File: src/cache_pkg.sv
package cache_pkg;

  // address and data widths of the hart and memory ports
  localparam int unsigned ADDR_W = 32;
  localparam int unsigned WORD_W = 32;

  // one mask bit per byte of a word
  localparam int unsigned MASK_W = WORD_W / 8;

  // a 16 byte line is indexed by the low four address bits
  localparam int unsigned OFFSET_W = 4;

  // 32 sets need five index bits taken just above the line offset
  localparam int unsigned INDEX_W = 5;
  localparam int unsigned SETS = 1 << INDEX_W;

  // two ways per set give a way number of a single bit
  localparam int unsigned WAYS = 2;

  // a line holds four words picked by address bits [3:2]
  localparam int unsigned WORDS_PER_LINE = 4;
  localparam int unsigned WORD_SEL_W = 2;

  // everything above the index is tag
  localparam int unsigned TAG_W = ADDR_W - INDEX_W - OFFSET_W;

  // request and memory address
  typedef logic [ADDR_W-1:0] addr_t;

  // one data word
  typedef logic [WORD_W-1:0] word_t;

  // byte enables of a word
  typedef logic [MASK_W-1:0] mask_t;

  // stored tag of a line
  typedef logic [TAG_W-1:0] tag_t;

  // set number
  typedef logic [INDEX_W-1:0] index_t;

  // word position inside a line
  typedef logic [WORD_SEL_W-1:0] word_sel_t;

  // way number inside a set
  typedef logic [$clog2(WAYS)-1:0] way_t;

endpackage

File: src/cache_tag_store.sv
`timescale 1ns/1ps
`default_nettype none

module cache_tag_store (
  input  logic              i_clk,
  input  logic              i_rst,
  input  cache_pkg::addr_t  i_req_addr,
  input  logic              i_fill_done,
  input  cache_pkg::way_t   i_fill_way,
  input  logic              i_touch,
  output logic              o_hit,
  output cache_pkg::way_t   o_hit_way,
  output cache_pkg::way_t   o_victim_way
);

  // tags of both ways, one entry per set
  cache_pkg::tag_t tag_q [cache_pkg::WAYS][cache_pkg::SETS];

  // valid bit of each way, cleared by reset
  logic [cache_pkg::WAYS-1:0] valid_q [cache_pkg::SETS];

  // lru_q holds the way that was used least recently in each set
  cache_pkg::way_t lru_q [cache_pkg::SETS];

  cache_pkg::tag_t   req_tag;
  cache_pkg::index_t req_index;
  logic [cache_pkg::WAYS-1:0] way_hit;

  // split the request address into tag and set index
  assign req_tag   = i_req_addr[cache_pkg::ADDR_W-1 -: cache_pkg::TAG_W];
  assign req_index = i_req_addr[cache_pkg::OFFSET_W +: cache_pkg::INDEX_W];

  // a way hits when it is valid and its tag matches
  always_comb begin
    for (int w = 0; w < cache_pkg::WAYS; w++) begin
      way_hit[w] = valid_q[req_index][w] && (tag_q[w][req_index] == req_tag);
    end
  end

  assign o_hit     = |way_hit;
  // the hit way is way 1 whenever way 1 hits and way 0 otherwise
  assign o_hit_way = cache_pkg::way_t'(way_hit[1]);

  // empty ways fill first with the lowest way before the other
  always_comb begin
    if (!valid_q[req_index][0]) begin
      o_victim_way = cache_pkg::way_t'(0);
    end else if (!valid_q[req_index][1]) begin
      o_victim_way = cache_pkg::way_t'(1);
    end else begin
      o_victim_way = lru_q[req_index];
    end
  end

  // the new tag goes in when the last word of the fill arrives
  always_ff @(posedge i_clk) begin
    if (i_fill_done) begin
      tag_q[i_fill_way][req_index] <= req_tag;
    end
  end

  // reset invalidates every line and points lru at way 0
  always_ff @(posedge i_clk) begin
    if (i_rst) begin
      for (int s = 0; s < cache_pkg::SETS; s++) begin
        valid_q[s] <= '0;
        lru_q[s]   <= '0;
      end
    end else if (i_fill_done) begin
      valid_q[req_index][i_fill_way] <= 1'b1;
      // the freshly filled way becomes most recently used
      lru_q[req_index] <= ~i_fill_way;
    end else if (i_touch) begin
      // a served hit points lru at the other way
      lru_q[req_index] <= ~o_hit_way;
    end
  end

endmodule

`default_nettype wire

File: config.mk
export PLATFORM = sky130hd
export DESIGN_NAME = cache_tag_store
export DESIGN_NICKNAME = d
export VERILOG_FILES = /design/src/cache_pkg.sv /design/src/cache_tag_store.sv
export SDC_FILE = /design/constraint.sdc
export NUM_CORES = 1
export LEC_CHECK = 0
export ABC_AREA = 1
export BUFFER_PORTS_ARGS = -buffer_cell sky130_fd_sc_hd__buf_2
export CAP_MARGIN = 40
export CORE_MARGIN = 4
export CORE_UTILIZATION = 39
export DETAILED_ROUTE_END_ITERATION = 8
export PLACE_DENSITY = 0.5
export SYNTH_ARGS = -nofsm -noshare
export SYNTH_HDL_FRONTEND = slang
export SYNTH_SLANG_ARGS = --single-unit
File: constraint.sdc
create_clock -name i_clk -period 3.56 [get_ports i_clk]
set_input_delay 0.356 -clock i_clk [delete_from_list [all_inputs] [get_ports i_clk]]
set_output_delay 0.356 -clock i_clk [all_outputs]
set_load 0.05 [all_outputs]
==> results of run 1 <==
## worst max-delay path, stage by stage
cell       delay [ps]
buf_4             260
buf_4             200
nor2_4             90
buf_4             200
clkbuf_16         200
a22oi_1           210
nand2_1            70
nand2_1            60
nand2_1            80
nor2_1            400
nand3_1           130
nand2_1            90
nand2_1            60
nor2_1            110
nand2_1            60
nor2_1             80
nand3_1           120
nand2_4           120
buf_12            140
## synth_stat cells (all sizes together)
master	n
nor2	276
o22ai	7
nand3	106
a21oi	32
or2	4
o21a	39
dfxtp	64
edfxtp	1504
inv	87
a221oi	1
buf	140
nand2	2352
nor3	12
a41oi	1
nand4	33
clkbuf	131
a22oi	400
o21ai	25
## repair_timing
action | 4_1_cts | 5_1_grt
endpoints found under the setup margin | 2 | 2
gates cloned | 0 | 3
pin swaps | 2 | 3
gates resized for setup | 18 | 21
hold buffers | 3 | 0
hold endpoints to repair | 32 | 0
buffers inserted | 2 | 4
## stage by stage
stage                     utilization, %  cells
after floorplan                        -   5214
after global routing               46.35   7691
final                              46.35   7694
after detailed placement           42.73   7363
after global placement             42.73   7363
after CTS                          46.23   7684
## cell type report
class                           count  area (sq um)
Sequential cell                  1568         46440
Timing Repair Buffer              360          3966
Tap cell                         2072          2592
Clock buffer                      216          4593
Clock inverter                    100         869.6
Fill cell                       14320         85070
Antenna cell                        3         7.507
Multi-Input combinational cell   3288         14660
Inverter                           87         362.8
## cells by family after synthesis
| group | share of synthesized area, % |
|---|---|
| flip-flops | 74.54 |
| buffers and inverters | 2.432 |
| AO/OA/AOI/OAI | 5.845 |
| AND/OR/NAND/NOR | 17.18 |
## cells in the final DEF, fill, tap and decap left out, types with 39 or more instances in the layout
master / instances
a22oi_1: 400
buf_12: 100
buf_4: 231
clkbuf_16: 178
clkinv_1: 52
dfxtp_1: 64
edfxtp_1: 1504
inv_1: 80
nand2_1: 2348
nand3_1: 106
nor2_1: 182
nor2_2: 87
o21a_1: 39
## sequential cells by signal, indices dropped and copies added, names as in the netlist
register / count
valid_q: 64
lru_q: 32
tag_q: 1472
## power groups by stage
stage | Combinational [mW] | Clock, mW | Sequential (mW)
floorplan | 1.14 | 0 | 20.8
global placement | 2.49 | 0 | 20.8
detailed placement | 2.50 | 0 | 20.8
CTS | 2.52 | 17.7 | 20.4
global route | 2.75 | 18.5 | 20.4
finish | 2.53 | 17.3 | 20.4
## per-layer routing
metal | vias up | share of wire (%) | GRT usage (%)
met5 | - | 0.0089 | 0
met2 | 1293 | 46 | 35.78
li1 | 18700 | - | -
met1 | 20100 | 44 | 32.07
met4 | 4 | 2.7 | 6.602
met3 | 251 | 7.0 | 3.872
## path summary, 6_finish.rpt
path	endpoint	cells past startpoint
max	o_hit	19
min	tag_q[1][57]	1
max reg2reg	lru_q[9]	18
min reg2reg	valid_q[9][1]	1
==> impl_metrics.toml, run 1 <==
[flow_run]
maxCapViolations = 0

[worst_setup_path]
worst_setup_path_startpoint = "i_req_addr[5]"
critPathCaptureType = "primary output"
timing.critical_path.arrival_ps = 3100
timing.critical_path.from_type = "primary input"
worst-setup-path-type = "primary input to primary output"
r2r_start = "tag_q[1][383]"
timing.critical_path.required_ps = 3200
timing.critical_path.fanout_max = 21
setup.reg_to_reg.worst_slack_ps = 990

[power]
net-switching-power_mw = 9.174
pwr-share-seq_pct = 50.6
power_density_mw_per_mm2 = 547.7
vdd_drop_max_mv = 0.4163
intPower_mw = 31.08
p_leak_nw = 27.57
design_power_total_mw = 40.26
clock_power_share_pct = 43.1
p_sw_share_pct = 22.79
power.combinational.fraction_pct = 6.3

[yosys]
synth_largest_type_area_fraction_pct = 72.48
synth.distinct_cells = 28
syn-mean-instance-area_sq_um = 11.95
synth.yosys.seq_area_share_pct = 74.54
postSynthRegisterBits = 1568
synth.area.top_cells = "edfxtp_1, nand2_1, a22oi_1"
number_of_nets_in_the_synthesized_netlist = 5251
synth_top_cell_by_area = "edfxtp_1"
synth_warnings = 0
synth_cells = 5214
syn-cell-area_sq_mm = 0.06231

[sta]
post-route-worst-setup-slack_ps = 108.0
timing.hold.ws_ps = 80.55
post-route-period-util_pct = 96.97
tightestPinTransition_ps = 887.2
drv_slew = 0
slew_headroom_pct = 40.85
clock-skew-final_ps = 41.04
fmax_mhz = 289.7
period_needed_ps = 3452
setup_total_negative_slack_ps = 0
setup_viol = 0
final_hold_viol_count = 0

[min_path]
min_path_type = "primary input to register"
hold_start = "i_req_addr[20]"

[clocking]
cts_made_buffers = 171
cts_num_sinks = 1568
cts_tree = "yes"
cts-root-buf = "clkbuf_16"
clkLatencyLatePin_ps = 790
number_of_h_tree_levels = 4
cts_buffer_depth = 3
clkSlewWorstSetupHoldPaths_ps = 60

[placed_design]
dpl-instance-area_sq_mm = 0.06775
detailedPlacementHpwl_um = 116600
worst_case_setup_slack_after_placement_ps = -52.92
port-buffer-count = 35
placer_s_final_routability_congestion_estimate = 0.8910

[global_route]
global_route.overflow_total = 0
gr_util_all_layers_pct = 22.57
grt_pass1_wl_um = 274600
antenna_found_initial = 13
maximum_number_of_pins_on_one_net_before_global_route_repair = 65
first_global_vias = 38220

[finish]
fraction_of_final_layout_cells_with_drive_strength_greater_than_1_pct = 12.51
final_nets = 5513
final_cell_area_excluding_filler_cells_sq_mm = 0.07350
layout-area-overhead-vs-synth_pct = 17.95

[drt]
via_per_inst = 5.244
drt-total-wl_um = 192000
drt_iter0_markers = 3897
ant_nets = 0
drcViolationCount = 0
dr.pass1.iters = 6
routedWlPerCell_um = 24.95
via_count = 40350

[floorplan]
rows = 146
initial_utilization_pct = 39.30
design.die.area_sq_mm = 0.1662
core_area_sq_mm = 0.1586
floorplan.io_pins = 40
overall_die_width_um = 407.7
y_dimension_of_the_die_um = 407.7

[status]
outcome = "completed"
Note: power is estimated with default switching activity, not from simulation.
==> run 2, diff against run 1 <==
Settings changed: REMOVE_ABC_BUFFERS set to 1.
==> impl_metrics.toml, run 2 (synthesis results as in run 1) <==
[status]
outcome = "completed"

[worst_setup_path]
cp_cell_sequence = "buf_12 -> buf_12 -> nor2_4 -> buf_12 -> buf_12 -> a22oi_1 -> nand2_1 -> nand2_1 -> nand2_1 -> nor2_1 -> nand3_1 -> nand2_1 -> nand2_1 -> nor2_1 -> nand2_1 -> nor2_4 -> nand3_1 -> nand2_4 -> buf_4 -> buf_12"
r2r_cells = 17
cpPeakStageDelay_ps = 210
timing.critical_path.required_ps = 3200
timing.critical_path.fanout_max = 34
worst-setup-path-type = "primary input to primary output"
critPathBufInv = 6
critPathCaptureType = "primary output"
timing.critical_path.arrival_ps = 3180
r2r_start = "tag_q[1][488]"
dominant_cell_type_by_count_on_the_critical_path = "nand2_1"
cp_slowest_cell = "buf_12"
cp_num_cells = 20
timing.critical_path.from_type = "primary input"
worst_setup_path_startpoint = "i_req_addr[4]"
cpLargestDelayFamily = "simple AND/OR/NAND/NOR gates"

[floorplan]
rows = 146
floorplan.io_pins = 40
y_dimension_of_the_die_um = 407.7
design.die.area_sq_mm = 0.1662
core_area_sq_mm = 0.1586
overall_die_width_um = 407.7
initial_utilization_pct = 39.30

[power]
p_leak_nw = 27.13
design_power_total_mw = 39.29
vdd_drop_max_mv = 0.4184
power_density_mw_per_mm2 = 542.1

[drt]
drcViolationCount = 0
drt-total-wl_um = 191500
via_per_inst = 5.249
via_count = 40130
routedWlPerCell_um = 25.05
ant_nets = 0
drt_iter0_markers = 3592
dr.pass1.iters = 6

[sta]
tightestPinTransition_ps = 875.8
fmax_mhz = 283.0
slew_headroom_pct = 41.61
period_needed_ps = 3533
post-route-worst-setup-slack_ps = 26.77
final_hold_viol_count = 0
clock-skew-final_ps = 26.24
drv_slew = 0
post-route-period-util_pct = 99.25
setup_viol = 0

[clocking]
cts_made_buffers = 168
cts_tree = "yes"
cts-root-buf = "clkbuf_16"
cts_buffer_depth = 3
cts_num_sinks = 1568
clkSlewWorstSetupHoldPaths_ps = 60
number_of_h_tree_levels = 4
clkLatencyLatePin_ps = 790

[finish]
final_cell_area_excluding_filler_cells_sq_mm = 0.07248
most_used_cells_in_the_layout_excluding_fill_and_tap_cells = "nand2_1, edfxtp_1, a22oi_1"
layout-area-overhead-vs-synth_pct = 16.32
regMostFlops = "tag_q"
final_nets = 5471
fill_cells = 14380
largest_register_ffs = 1472
largest_registers = "tag_q x1472, valid_q x64, lru_q x32"
fraction_of_final_layout_cells_with_drive_strength_greater_than_1_pct = 11.96
final_core_util_pct = 45.71
commonest_non_fill_non_tap_cell_in_the_layout = "nand2_1"

[min_path]
min_path_type = "primary input to register"
hold_start = "i_rst"
min_path_cells = 3

[placed_design]
detailedPlacementHpwl_um = 114400
dpl-instance-area_sq_mm = 0.06707
placer_s_final_routability_congestion_estimate = 0.8808
port-buffer-count = 35
worst_case_setup_slack_after_placement_ps = -438.4

[global_route]
maximum_number_of_pins_on_one_net_before_global_route_repair = 91
gr_util_all_layers_pct = 22.46
first_global_vias = 38310
antenna_found_initial = 11
grt_pass1_wl_um = 272200
global_route.overflow_total = 0

[flow_run]
maxCapViolations = 0
run 2: worst paths after layout:
| check | end | slack (ps) |
|---|---|---|
| max | o_hit | 30 |
| min | valid_q[13][1] | 100 |
| max reg2reg | lru_q[4] | 1020 |
| min reg2reg | valid_q[15][1] | 460 |
run 2: power by group:
group          total, mW  internal [mW]  switching, mW
registers           20.4           20.3         0.0339
logic               2.47          0.676           1.79
clock network       16.4           9.34           7.11
total               39.3           30.4           8.93
run 2: repair_timing:
action                     CTS  global route
setup buffers                0             6
hold endpoints to repair    22             0
setup endpoints to repair    2             2
pin swaps                    2             3
gates resized for setup     17            30
hold buffers                 3             0
cloned                       0             1
run 2: area by class of cell:
type / count / area [sq um] / share of cell area (%)
tap: 2072 / 2592 / 3.577
antenna: 3 / 7.507 / 0.01036
multi-input combinational: 3288 / 14700 / 20.28
clock inverter: 78 / 494.2 / 0.6819
inverter: 87 / 362.8 / 0.5006
clock buffer: 228 / 4643 / 6.406
timing repair buffer: 321 / 3237 / 4.466
sequential: 1568 / 46440 / 64.08
run 2: worst register-to-register path, cell delays in order (launching register included):
cell and delay, ps:
edfxtp_1 360, nand2_1 70, nand2_1 50, nand2_1 50, nand2_1 50, nand2_1 50, nand2_1 180, nor2_2 200
nand2_1 110, nand2_1 70, nand2_1 50, nor2_1 200, nand2_1 130, nor2_4 120, nand4_1 160, nand2_1 150
buf_12 210, nor2_1 90
run 2: routing by layer:
layer  GRT usage [%]  share of wire, %  up-vias
met5               0             0.011        -
met4           8.906               3.9        4
met3           4.469               6.4      299
met2           36.01                47     1177
met1           30.17                43    20050
li1                -                 -    18600
run 2: stage by stage:
stage               hold WS [ps]  setup TNS [ps]  std cells
floorplan                  428.4        -3559810       4943
global placement           446.1          -414.7       7326
detailed placement         452.0          -438.4       7326
CTS                        56.68               0       7635
global route               101.0          -2.263       7643
finish                     104.4               0       7645
