### config.mk
export PLATFORM = sky130hd
export DESIGN_NAME = cache_miss_ctrl
export DESIGN_NICKNAME = d
export VERILOG_FILES = /design/src/cache_pkg.sv /design/src/cache_miss_ctrl.sv
export SDC_FILE = /design/constraint.sdc
export NUM_CORES = 1
export LEC_CHECK = 0
export ABC_AREA = 1
export BUFFER_PORTS_ARGS = -buffer_cell sky130_fd_sc_hd__buf_2
export CELL_PAD_IN_SITES_DETAIL_PLACEMENT = 1
export CELL_PAD_IN_SITES_GLOBAL_PLACEMENT = 1
export CORE_MARGIN = 2
export CORE_UTILIZATION = 32
export DETAILED_ROUTE_END_ITERATION = 8
export HOLD_SLACK_MARGIN = 0.1
export PLACE_DENSITY_LB_ADDON = 0.08
export SYNTH_ARGS = -nofsm -noshare
export SYNTH_HDL_FRONTEND = slang
export SYNTH_SLANG_ARGS = --single-unit
### constraint.sdc
create_clock -name i_clk -period 4.4 [get_ports i_clk]
set_clock_uncertainty 0.15 [all_clocks]
set_input_delay 0.44 -clock i_clk [delete_from_list [all_inputs] [get_ports i_clk]]
set_output_delay 0.44 -clock i_clk [all_outputs]
set_load 0.02 [all_outputs]
### src/cache_pkg.sv
package cache_pkg;

  // address and data widths of the hart and memory ports
  localparam int unsigned ADDR_W = 32;
  localparam int unsigned WORD_W = 32;

  // one mask bit per byte of a word
  localparam int unsigned MASK_W = WORD_W / 8;

  // a 16 byte line is indexed by the low four address bits
  localparam int unsigned OFFSET_W = 4;

  // 32 sets need five index bits taken just above the line offset
  localparam int unsigned INDEX_W = 5;
  localparam int unsigned SETS = 1 << INDEX_W;

  // two ways per set give a way number of a single bit
  localparam int unsigned WAYS = 2;

  // a line holds four words picked by address bits [3:2]
  localparam int unsigned WORDS_PER_LINE = 4;
  localparam int unsigned WORD_SEL_W = 2;

  // everything above the index is tag
  localparam int unsigned TAG_W = ADDR_W - INDEX_W - OFFSET_W;

  // request and memory address
  typedef logic [ADDR_W-1:0] addr_t;

  // one data word
  typedef logic [WORD_W-1:0] word_t;

  // byte enables of a word
  typedef logic [MASK_W-1:0] mask_t;

  // stored tag of a line
  typedef logic [TAG_W-1:0] tag_t;

  // set number
  typedef logic [INDEX_W-1:0] index_t;

  // word position inside a line
  typedef logic [WORD_SEL_W-1:0] word_sel_t;

  // way number inside a set
  typedef logic [$clog2(WAYS)-1:0] way_t;

endpackage

### src/cache_miss_ctrl.sv
`timescale 1ns/1ps
`default_nettype none

module cache_miss_ctrl (
  input  logic                  i_clk,
  input  logic                  i_rst,
  input  cache_pkg::addr_t      i_req_addr,
  input  logic                  i_req_ren,
  input  logic                  i_req_wen,
  input  logic                  i_hit,
  input  cache_pkg::way_t       i_victim_way,
  input  cache_pkg::word_t      i_merged_word,
  input  logic                  i_mem_ready,
  input  cache_pkg::word_t      i_mem_rdata,
  input  logic                  i_mem_valid,
  output logic                  o_busy,
  output cache_pkg::addr_t      o_mem_addr,
  output logic                  o_mem_ren,
  output logic                  o_mem_wen,
  output cache_pkg::word_t      o_mem_wdata,
  output cache_pkg::way_t       o_fill_way,
  output logic                  o_fill_we,
  output cache_pkg::word_sel_t  o_fill_sel,
  output cache_pkg::word_t      o_fill_data,
  output logic                  o_fill_done,
  output logic                  o_write_we,
  output logic                  o_touch
);

  typedef enum logic [1:0] {
    ST_IDLE,
    ST_FILL,
    ST_WRITE
  } state_t;

  state_t state_q;
  state_t state_d;

  // remembers whether the miss came from a write
  logic is_write_q;

  // extra top bit flags that all four reads went out
  logic [cache_pkg::WORD_SEL_W:0] issue_cnt_q;

  // position of the next word that memory returns
  cache_pkg::word_sel_t ret_cnt_q;

  cache_pkg::way_t fill_way_q;

  logic             miss_start;
  logic             issue_go;
  logic             write_go;
  cache_pkg::addr_t fill_addr;

  // a request that misses starts a line fill
  assign miss_start = (state_q == ST_IDLE) && (i_req_ren || i_req_wen) && !i_hit;

  // one read per cycle while ready was seen high and reads remain
  assign issue_go = (state_q == ST_FILL) && !issue_cnt_q[cache_pkg::WORD_SEL_W] &&
                    i_mem_ready;

  // fill reads walk the line from its base address upward
  assign fill_addr = {i_req_addr[cache_pkg::ADDR_W-1:cache_pkg::OFFSET_W],
                      issue_cnt_q[cache_pkg::WORD_SEL_W-1:0],
                      {(cache_pkg::OFFSET_W-cache_pkg::WORD_SEL_W){1'b0}}};

  // returned words go straight into the victim way
  assign o_fill_we   = (state_q == ST_FILL) && i_mem_valid;
  assign o_fill_sel  = ret_cnt_q;
  assign o_fill_data = i_mem_rdata;
  assign o_fill_way  = fill_way_q;
  assign o_fill_done = o_fill_we && (ret_cnt_q == cache_pkg::word_sel_t'('1));

  always_comb begin
    state_d  = state_q;
    o_busy   = 1'b0;
    write_go = 1'b0;
    o_touch  = 1'b0;
    case (state_q)
      ST_IDLE: begin
        if (miss_start) begin
          // stall the hart in the very cycle of the miss
          o_busy  = 1'b1;
          state_d = ST_FILL;
        end else if (i_req_ren) begin
          o_touch = 1'b1;
        end else if (i_req_wen) begin
          if (i_mem_ready) begin
            write_go = 1'b1;
            o_touch  = 1'b1;
          end else begin
            // hold the hart until memory is ready
            o_busy  = 1'b1;
            state_d = ST_WRITE;
          end
        end
      end
      ST_FILL: begin
        o_busy = 1'b1;
        if (o_fill_done) begin
          // a write miss finishes as a write hit on the new line
          state_d = is_write_q ? ST_WRITE : ST_IDLE;
        end
      end
      ST_WRITE: begin
        // the commit cycle itself is no longer busy
        o_busy = !i_mem_ready;
        if (i_mem_ready) begin
          write_go = 1'b1;
          o_touch  = 1'b1;
          state_d  = ST_IDLE;
        end
      end
      default: begin
        state_d = ST_IDLE;
      end
    endcase
  end

  // the line and the memory request update on the same edge
  assign o_write_we = write_go;

  always_ff @(posedge i_clk) begin
    if (i_rst) begin
      state_q     <= ST_IDLE;
      is_write_q  <= 1'b0;
      issue_cnt_q <= '0;
      ret_cnt_q   <= '0;
      fill_way_q  <= '0;
      o_mem_ren   <= 1'b0;
      o_mem_wen   <= 1'b0;
    end else begin
      state_q   <= state_d;
      o_mem_ren <= issue_go;
      o_mem_wen <= write_go;
      if (miss_start) begin
        // latch the kind of request and where the line will go
        is_write_q  <= i_req_wen;
        fill_way_q  <= i_victim_way;
        issue_cnt_q <= '0;
        ret_cnt_q   <= '0;
      end else begin
        if (issue_go) begin
          issue_cnt_q <= issue_cnt_q + 1'b1;
        end
        if (o_fill_we) begin
          ret_cnt_q <= ret_cnt_q + 1'b1;
        end
      end
    end
  end

  // the request address and write data load together with their strobes
  always_ff @(posedge i_clk) begin
    if (issue_go) begin
      o_mem_addr <= fill_addr;
    end else if (write_go) begin
      o_mem_addr  <= i_req_addr;
      o_mem_wdata <= i_merged_word;
    end
  end

endmodule

`default_nettype wire

==> run summary, run 1 <==
Routed WL per cell -> 14.35 um
post-route ant nets -> 0
die width -> 101.2 um
Clock H-tree levels -> 3
Synth Area per Inst -> 12.24 um^2
Core Util, Final -> 0.4151
sequential area share after synthesis -> 0.7020
number of synthesis warnings -> 0
post-CTS resize count -> 0
fillcell total -> 1059
Fin Setup TNS -> 0 ps
Worst Path Required -> 4140 ps
leakage -> 1.796 nW
Sink Count -> 75
GR Layer Usage met2 -> 0.2241
critical setup path kind -> reg2reg
vias in the first global route -> 2077
DIE AREA -> 10240 um^2
Ant. Diodes -> 0
Worst setup SP type -> register
Die Y -> 101.2 um
Placeable Area -> 9196 um^2
row cnt -> 35
CTS clock-pin slew for the worst setup and hold paths -> 80 ps
Top FF cell, synth -> edfxtp_1
Placer Congestion -> 0.7646
max incr delay on CP -> 690 ps
CP delay by family, top -> simple AND/OR/NAND/NOR gates
Initial DRT Pass Iterations -> 4
busiest layer in global routing -> met2
footprint of the multi-input gates -> 464.2 um^2
CTS Buffer Depth -> 2
GR Layer Usage met3 -> 0.03796
asr flop ratio synth -> 0
clk_lat worst skew -> 330 ps
maximum vdd drop -> 0.1383 mV
hold buffers post-CTS -> 0
Cells after Synth -> 247
CP max-delay cell -> inv_1
post-synthesis register bit count -> 75
post-CTS setup buffers -> 0
worst hold-check path type -> in2reg
Max FO, Critical Path -> 30
Final Cycle Share -> 0.6306
initial antenna violation count -> 0
vias -> 2068
initial cell density of the core -> 0.3287
Slew HR -> 0.2471
max cap viols -> 0
Post-DP HPWL -> 5.319 mm
register area -> 2122 um^2
Cell Pwr Density -> 446.5 nW/um^2
Final Slew Violations -> 0
layout cells sized above 1 -> 0.4492
num ports -> 210
GR Overflow Total -> 0
Final setup viols -> 0
Buf/Inv on CP -> 1
cells along the critical path -> nor2_4, nand3_4, nand3_2, nand2_4, nor2_4, inv_1
Global Route Usage Sum -> 0.1341
final net count -> 475
Port Buffers -> 145
Root Driver -> clkbuf_8
Via-to-Cell Ratio -> 4.264
final hold vios -> 0
number of synthesized flops with an enable pin -> 62
met1 track demand over resource -> 0.1614
first-pass GRT wire length -> 10.42 mm
Remaining DRCs -> 0
Yosys cell types -> 22
CTS tree -> built
total wire length -> 6.960 mm
Final Critical Period -> 2775 ps
Achievable Freq -> 0.3604 GHz
RSZ-0062 raised after global routing -> false
mapped cell area -> 3023 um^2
Tightest Pin Transition -> 1128 ps
area grow syn2layout -> 26.28%
largest net degree at the start of global routing -> 33
cell mode on critical path -> nor2_4
CP endpoint kind -> register
Design Power -> 1.705 mW
Starting DRT DRC Count -> 43
critical path arrival -> 2510 ps
Num CTS Buffers -> 9
status -> completed
Post-Syn Nets -> 353
Min Hold Slack -> 124.7 ps
[through the flow]
stage	cells	worst slack (ps)	area (um^2)
6_report	485	1625	3817
5_1_grt	485	1345	3817
4_1_cts	485	1500	3817
3_5_place_dp	469	1329	3627
3_3_place_gp	469	1369	3627
2_1_floorplan	247	1993	3023
[report_power, final]
part	internal (mW)	leakage, nW	switching (mW)	total, mW
combinational	0.0943	1.02	0.216	0.310
clock	0.259	0.0907	0.256	0.515
sequential	0.857	0.686	0.0216	0.879
[final cells by class]
cell class,instances,area share
clock buffer,9,0.03245
clock inverter,7,0.01737
inverter,45,0.04425
multi-input combinational,92,0.1216
sequential,75,0.5559
tap,111,0.03638
timing repair buffer,146,0.1921
[layer usage]
layer / vias to the layer above / wire (um)
met5: - / 0
met4: 0 / 123
met3: 16 / 674
met2: 98 / 3326
met1: 948 / 2836
li1: 1006 / -
[cell usage in the layout, fill, tap and decap left out, types with 2 or more instances in the layout]
| cell type | instances |
|---|---|
| clkinv_1 | 2 |
| nand2_1 | 24 |
| nand3_1 | 5 |
| nor2_4 | 2 |
| inv_1 | 45 |
| ha_1 | 2 |
| dfxtp_1 | 13 |
| nor2_1 | 33 |
| o21ai_0 | 5 |
| a21oi_1 | 11 |
| edfxtp_1 | 62 |
| buf_2 | 145 |
| nand4_1 | 2 |
| clkinvlp_4 | 2 |
| clkbuf_8 | 9 |
[logic make-up after synthesis]
family | synth area share
buf+inv | 0.1445
flops | 0.7020
simple gates | 0.1159
compound gates | 0.02649
fa+ha+maj | 0.008277
xor+xnor | 0.002898
[path summary, 6_finish.rpt]
path,slack (ps),from,to,cells after the start
min reg2reg,310,o_fill_way,o_fill_way,2
min,120,i_merged_word[5],o_mem_wdata[5],1
max,1630,state_q[0],o_mem_addr[5],6
max reg2reg,1630,state_q[0],o_mem_addr[5],6
[Yosys cell counts (2+ instances only)]
| cell type | number | area share |
|---|---|---|
| o21ai_0 | 5 | 0.0083 |
| nand2_1 | 24 | 0.030 |
| a21oi_1 | 11 | 0.018 |
| nand4_1 | 2 | 0.0041 |
| nand3_1 | 5 | 0.0083 |
| inv_1 | 45 | 0.056 |
| edfxtp_1 | 62 | 0.62 |
| nor2_1 | 33 | 0.041 |
| buf_6 | 2 | 0.0074 |
| buf_4 | 32 | 0.079 |
| ha_1 | 2 | 0.0083 |
| dfxtp_1 | 13 | 0.086 |
| nor2_4 | 2 | 0.0074 |
[registers in the layout, indices dropped and copies added, names as in the netlist]
register / cells
issue_cnt_q: 3
o_mem_wen: 1
state_q: 2
is_write_q: 1
o_mem_addr: 32
o_mem_wdata: 32
o_fill_sel: 2
o_fill_way: 1
o_mem_ren: 1
Note: power is estimated with default switching activity, not from simulation.
==> inputs of run 2 (changes only) <==
ABC_AREA = 0   (was 1)
CORE_UTILIZATION = 28   (was 32)
clock period = 2.4 ns   (was 4.4 ns; I/O delays follow)
==> run 2 against run 1 <==
Critical path depth did not move. Routed wire length rose by 24%. Power rose by 67%. Core utilization rose by 0.65 points. Flip-flop and latch count did not move. Critical path type is now in2out. Die area rose by 16%. Cell count rose by 11%. Largest power group unchanged. Sequential share of layout area fell by 9.0 points.
==> run summary, run 2 <==
max incr delay on CP -> 540 ps (was 690 ps)
CP endpoint kind -> output port (was register)
Final Cycle Share -> 0.8906
vias -> 2251 (was 2068)
area leader, netlist -> edfxtp_1 (unchanged)
vias in the first global route -> 2323 (was 2077)
setup ws final -> 262.6 ps (was 1625 ps)
largest net degree at the start of global routing -> 36 (was 33)
worst hold-check path type -> in2reg (unchanged)
Global Route Usage Sum -> 0.1414 (was 0.1341)
area grow syn2layout -> 47.31% (was 26.28%)
switch share -> 0.2476 (was 0.2897)
clock group share of total power -> 0.346 (was 0.302)
post-CTS setup buffers -> 0 (unchanged)
R2R Setup Slk -> 470 ps (was 1630 ps)
status -> completed (unchanged)
Buf/Inv on CP -> 4 (was 1)
CTS tree -> built (unchanged)
sequential share of power -> 0.522 (was 0.516)
Root Driver -> clkbuf_8 (unchanged)
Final Slew Violations -> 0 (unchanged)
critical setup path kind -> in2out (was reg2reg)
Die Y -> 109.0 um (was 101.2 um)
GR Overflow Total -> 0 (unchanged)
Port Buffers -> 145 (unchanged)
Tightest Pin Transition -> 426.0 ps (was 1128 ps)
maximum vdd drop -> 0.2893 mV (was 0.1383 mV)
leakage -> 1.982 nW (was 1.796 nW)
critical path arrival -> 1750 ps (was 2510 ps)
Cells after Synth -> 209 (was 247)
final hold vios -> 0 (unchanged)
combinational cell fraction of total power -> 0.132 (was 0.182)
Worst setup SP type -> input pin (was register)
Clock H-tree levels -> 3 (unchanged)
layout cells sized above 1 -> 0.4586 (was 0.4492)
Via-to-Cell Ratio -> 4.176 (was 4.264)
clk_lat worst skew -> 340 ps (was 330 ps)
Num CTS Buffers -> 9 (unchanged)
placed cells -> 461 (was 469)
cell mode on critical path -> buf_2 (was nor2_4)
post-synthesis register bit count -> 75 (unchanged)
CP delay by family, top -> buffers and inverters (was simple AND/OR/NAND/NOR gates)
Post-DP HPWL -> 6.037 mm (was 5.319 mm)
internal cell power -> 2.141 mW (was 1.211 mW)
mapped cell area -> 3089 um^2 (was 3023 um^2)
commonest non-fill, non-tap cells in the layout -> buf_2 (145), dlygate4sd3_1 (62), edfxtp_1 (62) (was buf_2 (145), edfxtp_1 (62), inv_1 (45))
top-count cell post-synth -> edfxtp_1 (unchanged)
initial cell density of the core -> 0.2862 (was 0.3287)
Placer Congestion -> 0.6974 (was 0.7646)
dpl ws -> 587.3 ps (was 1329 ps)
initial antenna violation count -> 0 (unchanged)
CTS clock-pin slew for the worst setup and hold paths -> 80 ps (about the same)
Synth Area per Inst -> 14.78 um^2 (was 12.24 um^2)
Top FF cell, synth -> edfxtp_1 (unchanged)
Final Critical Period -> 2137 ps
post-synth top area share -> 0.6027 (was 0.6159)
CP max-delay cell -> dlygate4sd3_1 (was inv_1)
Slew HR -> 0.7160 (was 0.2471)
number of synthesized flops with an enable pin -> 62 (unchanged)
Yosys cell types -> 35 (was 22)
Synth area leaders -> edfxtp_1 (60%), dfxtp_1 (8.4%), buf_4 (8.0%) (was edfxtp_1 (62%), dfxtp_1 (8.6%), buf_4 (7.9%))
row cnt -> 38 (was 35)
Core Util, Final -> 0.4216 (was 0.4151)
Design Power -> 2.846 mW (was 1.705 mW)
post-CTS resize count -> 0 (unchanged)
Max FO, Critical Path -> 13 (was 30)
Ant. Diodes -> 0 (unchanged)
Routed WL per cell -> 15.99 um (was 14.35 um)
Starting DRT DRC Count -> 38 (was 43)
switching power -> 0.7048 mW (was 0.4938 mW)
sequential area share after synthesis -> 0.6869 (was 0.7020)
Initial DRT Pass Iterations -> 4 (unchanged)
first-pass GRT wire length -> 12.39 mm (was 10.42 mm)
fillcell total -> 1184 (was 1059)
CTS Buffer Depth -> 2 (unchanged)
most common cell after layout, fill and taps aside -> buf_2 (unchanged)
synth cell count leaders -> edfxtp_1 (62), buf_4 (33), dfxtp_1 (13), a21boi_0 (11), inv_1 (11) (was edfxtp_1 (62), inv_1 (45), nor2_1 (33), buf_4 (32), nand2_1 (24))
fin cells -> 539 (was 485)
Fin Setup TNS -> 0 ps (unchanged)
final net count -> 500 (was 475)
num ports -> 210 (unchanged)
post-route ant nets -> 0 (unchanged)
biggest regs -> o_mem_addr x32, o_mem_wdata x32, issue_cnt_q x3 (unchanged)
die width -> 109.0 um (was 101.2 um)
hold buffers post-CTS -> 62 (was 0)
cells along the critical path -> dlygate4sd3_1, buf_2, and3b_1, o21ai_4, inv_1, buf_2 (was nor2_4, nand3_4, nand3_2, nand2_4, nor2_4, inv_1)
Remaining DRCs -> 0 (unchanged)
max cap viols -> 0 (unchanged)
number of synthesis warnings -> 0 (unchanged)
Sink Count -> 75 (unchanged)
Achievable Freq -> 0.4679 GHz
Cell Pwr Density -> 625.5 nW/um^2 (was 446.5 nW/um^2)
DIE AREA -> 11890 um^2 (was 10240 um^2)
Placeable Area -> 10790 um^2 (was 9196 um^2)
Post-Syn Nets -> 315 (was 353)
asr flop ratio synth -> 0 (unchanged)
RSZ-0062 raised after global routing -> false (unchanged)
total wire length -> 8.620 mm (was 6.960 mm)
Final setup viols -> 0 (unchanged)
Worst Path Required -> 2010 ps (was 4140 ps)
run 2: cell types whose count changed after synthesis, moves of 6 or more:
cell,before,now
a21boi_2,0,10
a21boi_1,0,7
inv_1,45,11
nor2_1,33,9
nand2_1,24,7
a21boi_0,0,11
a21oi_1,11,5
run 2: worst register-to-register path, delay by kind of cell (launching register included):
family,cells,cell delay (ps)
simple gates,1,460
compound gates,2,240
flops,1,430
buf+inv,1,550
run 2: metal layers:
layer / part of all wire / track usage
met2: 0.49 / 0.2374
met4: 0.030 / 0.07418
met3: 0.098 / 0.04184
met1: 0.38 / 0.1622
met5: 0 / 0
run 2: per-stage QoR:
stage                     hold WS (ps)  cell area, um^2
after global routing             110.5             4551
after global placement           269.0             3730
final                            105.5             4551
after detailed placement         268.7             3730
after floorplan                  159.1             3089
after CTS                        101.3             4551
run 2: cell type report:
| cell class | instances | area [um^2] | area share |
|---|---|---|---|
| clock buffer | 9 | 123.9 | 0.02722 |
| clock inverter | 7 | 76.32 | 0.01677 |
| inverter | 11 | 41.29 | 0.009073 |
| multi-input combinational | 82 | 605.6 | 0.1331 |
| sequential | 75 | 2122 | 0.4663 |
| tap | 140 | 175.2 | 0.03849 |
| timing repair buffer | 215 | 1406 | 0.3090 |
run 2: final timing paths:
kind                      start             to  depth (start not counted)
setup / recovery      i_req_wen     o_write_we                          6
hold / removal    i_req_addr[9]  o_mem_addr[9]                          2
setup reg to reg     state_q[1]     o_fill_way                          4
hold reg to reg   o_mem_addr[1]  o_mem_addr[1]                          2
run 2: cell families (layout without fill, tap and decap cells):
family / count (synthesis) / in the layout / synth area share
DFF: 75 / 75 / 0.6869
buffers and inverters: 52 / 242 / 0.1187
AOI/OAI and AO/OA: 45 / 45 / 0.1175
and+or+nand+nor: 29 / 29 / 0.04982
muxes: 4 / 4 / 0.01337
adders and majority gates: 2 / 2 / 0.008099
xor gates and xnor gates: 2 / 2 / 0.005671
run 2: power by group through the flow:
stage | clock (mW) | sequential, mW | combinational [mW]
6_report | 0.985 | 1.49 | 0.376
5_1_grt | 1.08 | 1.49 | 0.412
4_1_cts | 1.02 | 1.49 | 0.380
3_5_place_dp | 0 | 1.51 | 0.301
3_3_place_gp | 0 | 1.52 | 0.301
2_1_floorplan | 0 | 1.57 | 0.189
==> inputs of run 3 (changes only) <==
CORE_MARGIN = 10   (was 2)
==> run 3 against run 2 <==
Global-route usage down 1.9 points. Cell count shrank 0.19%. Via count grew 1.3%. Largest cell class unchanged. Highest routed layer unchanged.
==> run summary, run 3 (synthesis results as in run 2) <==
Achievable Freq -> 0.4690 GHz (was 0.4679 GHz)
final hold vios -> 0 (unchanged)
Cell Pwr Density -> 639.9 nW/um^2 (was 625.5 nW/um^2)
critical setup path kind -> in2out (unchanged)
Ant. Diodes -> 0 (unchanged)
Max FO, Critical Path -> 7 (was 13)
critical path arrival -> 1740 ps (was 1750 ps)
GR Overflow Total -> 0 (unchanged)
R2R Setup Slk -> 470 ps (about the same)
status -> completed (unchanged)
Crit Reg-Reg Endpoint -> is_write_q (was o_fill_way)
DIE AREA -> 15630 um^2 (was 11890 um^2)
Post-DP HPWL -> 7.391 mm (was 6.037 mm)
Placer Congestion -> 0.7182 (was 0.6974)
Worst R2R Start -> state_q[1] (unchanged)
DRT met1 WL -> 3.619 mm (was 3.290 mm)
area grow syn2layout -> 47.59% (was 47.31%)
met3 routed WL -> 917 um (was 849 um)
die width -> 125.0 um (was 109.0 um)
Worst setup SP type -> input pin (unchanged)
Routed WL per cell -> 18.33 um (was 15.99 um)
met2 wire len -> 5.071 mm (was 4.224 mm)
hold buffers post-CTS -> 61 (was 62)
maximum vdd drop -> 0.2384 mV (was 0.2893 mV)
worst hold-check path type -> in2reg (unchanged)
Fin Setup TNS -> 0 ps (unchanged)
CP endpoint kind -> output port (unchanged)
total wire length -> 9.860 mm (was 8.620 mm)
Slew HR -> 0.7214 (was 0.7160)
max cap viols -> 0 (unchanged)
Placeable Area -> 10840 um^2 (was 10790 um^2)
Die Y -> 125.0 um (was 109.0 um)
final net count -> 499 (was 500)
Tightest Pin Transition -> 417.9 ps (was 426.0 ps)
biggest regs -> o_mem_addr x32, o_mem_wdata x32, issue_cnt_q x3 (unchanged)
hold depth -> 2 (unchanged)
vias in the first global route -> 2555 (was 2323)
RSZ-0062 raised after global routing -> false (unchanged)
Sink Count -> 75 (unchanged)
row cnt -> 38 (unchanged)
Remaining DRCs -> 0 (unchanged)
Clock H-tree levels -> 3 (unchanged)
initial cell density of the core -> 0.2850 (was 0.2862)
Final Critical Period -> 2132 ps (was 2137 ps)
Root Driver -> clkbuf_8 (unchanged)
num ports -> 210 (unchanged)
Final Slew Violations -> 0 (unchanged)
largest net degree at the start of global routing -> 33 (was 36)
top layer in use -> met4 (unchanged)
critical path startpoint -> i_mem_ready (was i_req_wen)
layout cells sized above 1 -> 0.4573 (was 0.4586)
CTS clock-pin slew for the worst setup and hold paths -> 80 ps (about the same)
commonest non-fill, non-tap cells in the layout -> buf_2 (145), dlygate4sd3_1 (62), edfxtp_1 (62) (unchanged)
post-route ant nets -> 0 (unchanged)
CTS Buffer Depth -> 2 (unchanged)
Num CTS Buffers -> 9 (unchanged)
Global Route Usage Sum -> 0.1220 (was 0.1414)
Reg2Reg Depth -> 4 (unchanged)
Starting DRT DRC Count -> 102 (was 38)
vias -> 2280 (was 2251)
post-CTS resize count -> 0 (unchanged)
initial antenna violation count -> 0 (unchanged)
Via-to-Cell Ratio -> 4.238 (was 4.176)
Port Buffers -> 145 (unchanged)
CTS tree -> built (unchanged)
Initial DRT Pass Iterations -> 4 (unchanged)
first-pass GRT wire length -> 15.08 mm (was 12.39 mm)
post-CTS setup buffers -> 0 (unchanged)
Final setup viols -> 0 (unchanged)
Final Cycle Share -> 0.8885 (was 0.8906)
clk_lat worst skew -> 340 ps (about the same)
leakage -> 1.980 nW (was 1.982 nW)
CP Capture Point -> o_busy (was o_write_we)
most common cell after layout, fill and taps aside -> buf_2 (unchanged)
Core Util, Final -> 0.4206 (was 0.4216)
Design Power -> 2.917 mW (was 2.846 mW)
Worst Path Required -> 2010 ps (about the same)
fillcell total -> 1184 (unchanged)
## run 3: cell types whose count changed in the layout (fill, tap and decap cells not counted), sizes merged
| cell | delta |
|---|---|
| clkinv | -3 |
| bufinv | +1 |
| clkinvlp | +2 |
| buf | -1 |
| inv | -1 |
| clkbuf | +1 |
## run 3: critical path, stage by stage
cell and delay, ps:
dlygate4sd3_1 520, buf_2 160, o21ai_0 100, a221o_1 290, mux2_2 270, buf_2 160
## run 3: final cells by class
type | instances | area [um^2] | area share
sequential | 75 | 2122 | 0.4654
clock buffer | 10 | 127.6 | 0.02799
multi-input combinational | 82 | 605.6 | 0.1328
clock inverter | 6 | 88.84 | 0.01948
timing repair buffer | 214 | 1399 | 0.3068
tap | 140 | 175.2 | 0.03842
inverter | 11 | 41.29 | 0.009056
## run 3: how the worst min path moves through the flow
stage | from | end | slack (ps)
floorplan | i_rst | is_write_q | 160
global placement | i_merged_word[17] | o_mem_wdata[17] | 270
detailed placement | i_merged_word[20] | o_mem_wdata[20] | 270
CTS | i_req_addr[12] | o_mem_addr[12] | 100
global route | i_req_addr[11] | o_mem_addr[11] | 110
finish | i_req_addr[11] | o_mem_addr[11] | 110
## run 3: metal layers
metal	vias up	global-route usage
met3	32	0.04563
met2	107	0.2166
met1	1058	0.1239
met4	0	0.05827
met5	-	0
li1	1083	-
## run 3: through the flow
| stage | cells | hold slack, ps | area (um^2) | setup WS, ps |
|---|---|---|---|---|
| floorplan | 209 | 159.1 | 3089 | 260.0 |
| global placement | 460 | 266.7 | 3722 | 604.5 |
| detailed placement | 460 | 268.5 | 3722 | 585.1 |
| CTS | 537 | 102.5 | 4549 | 260.2 |
| global route | 538 | 106.9 | 4559 | 194.7 |
| finish | 538 | 108.0 | 4559 | 267.6 |
## run 3: where the power goes
group          total, mW  internal [mW]  switching, mW
combinational      0.379          0.186          0.193
sequential          1.48           1.47         0.0197
clock               1.05          0.588          0.466
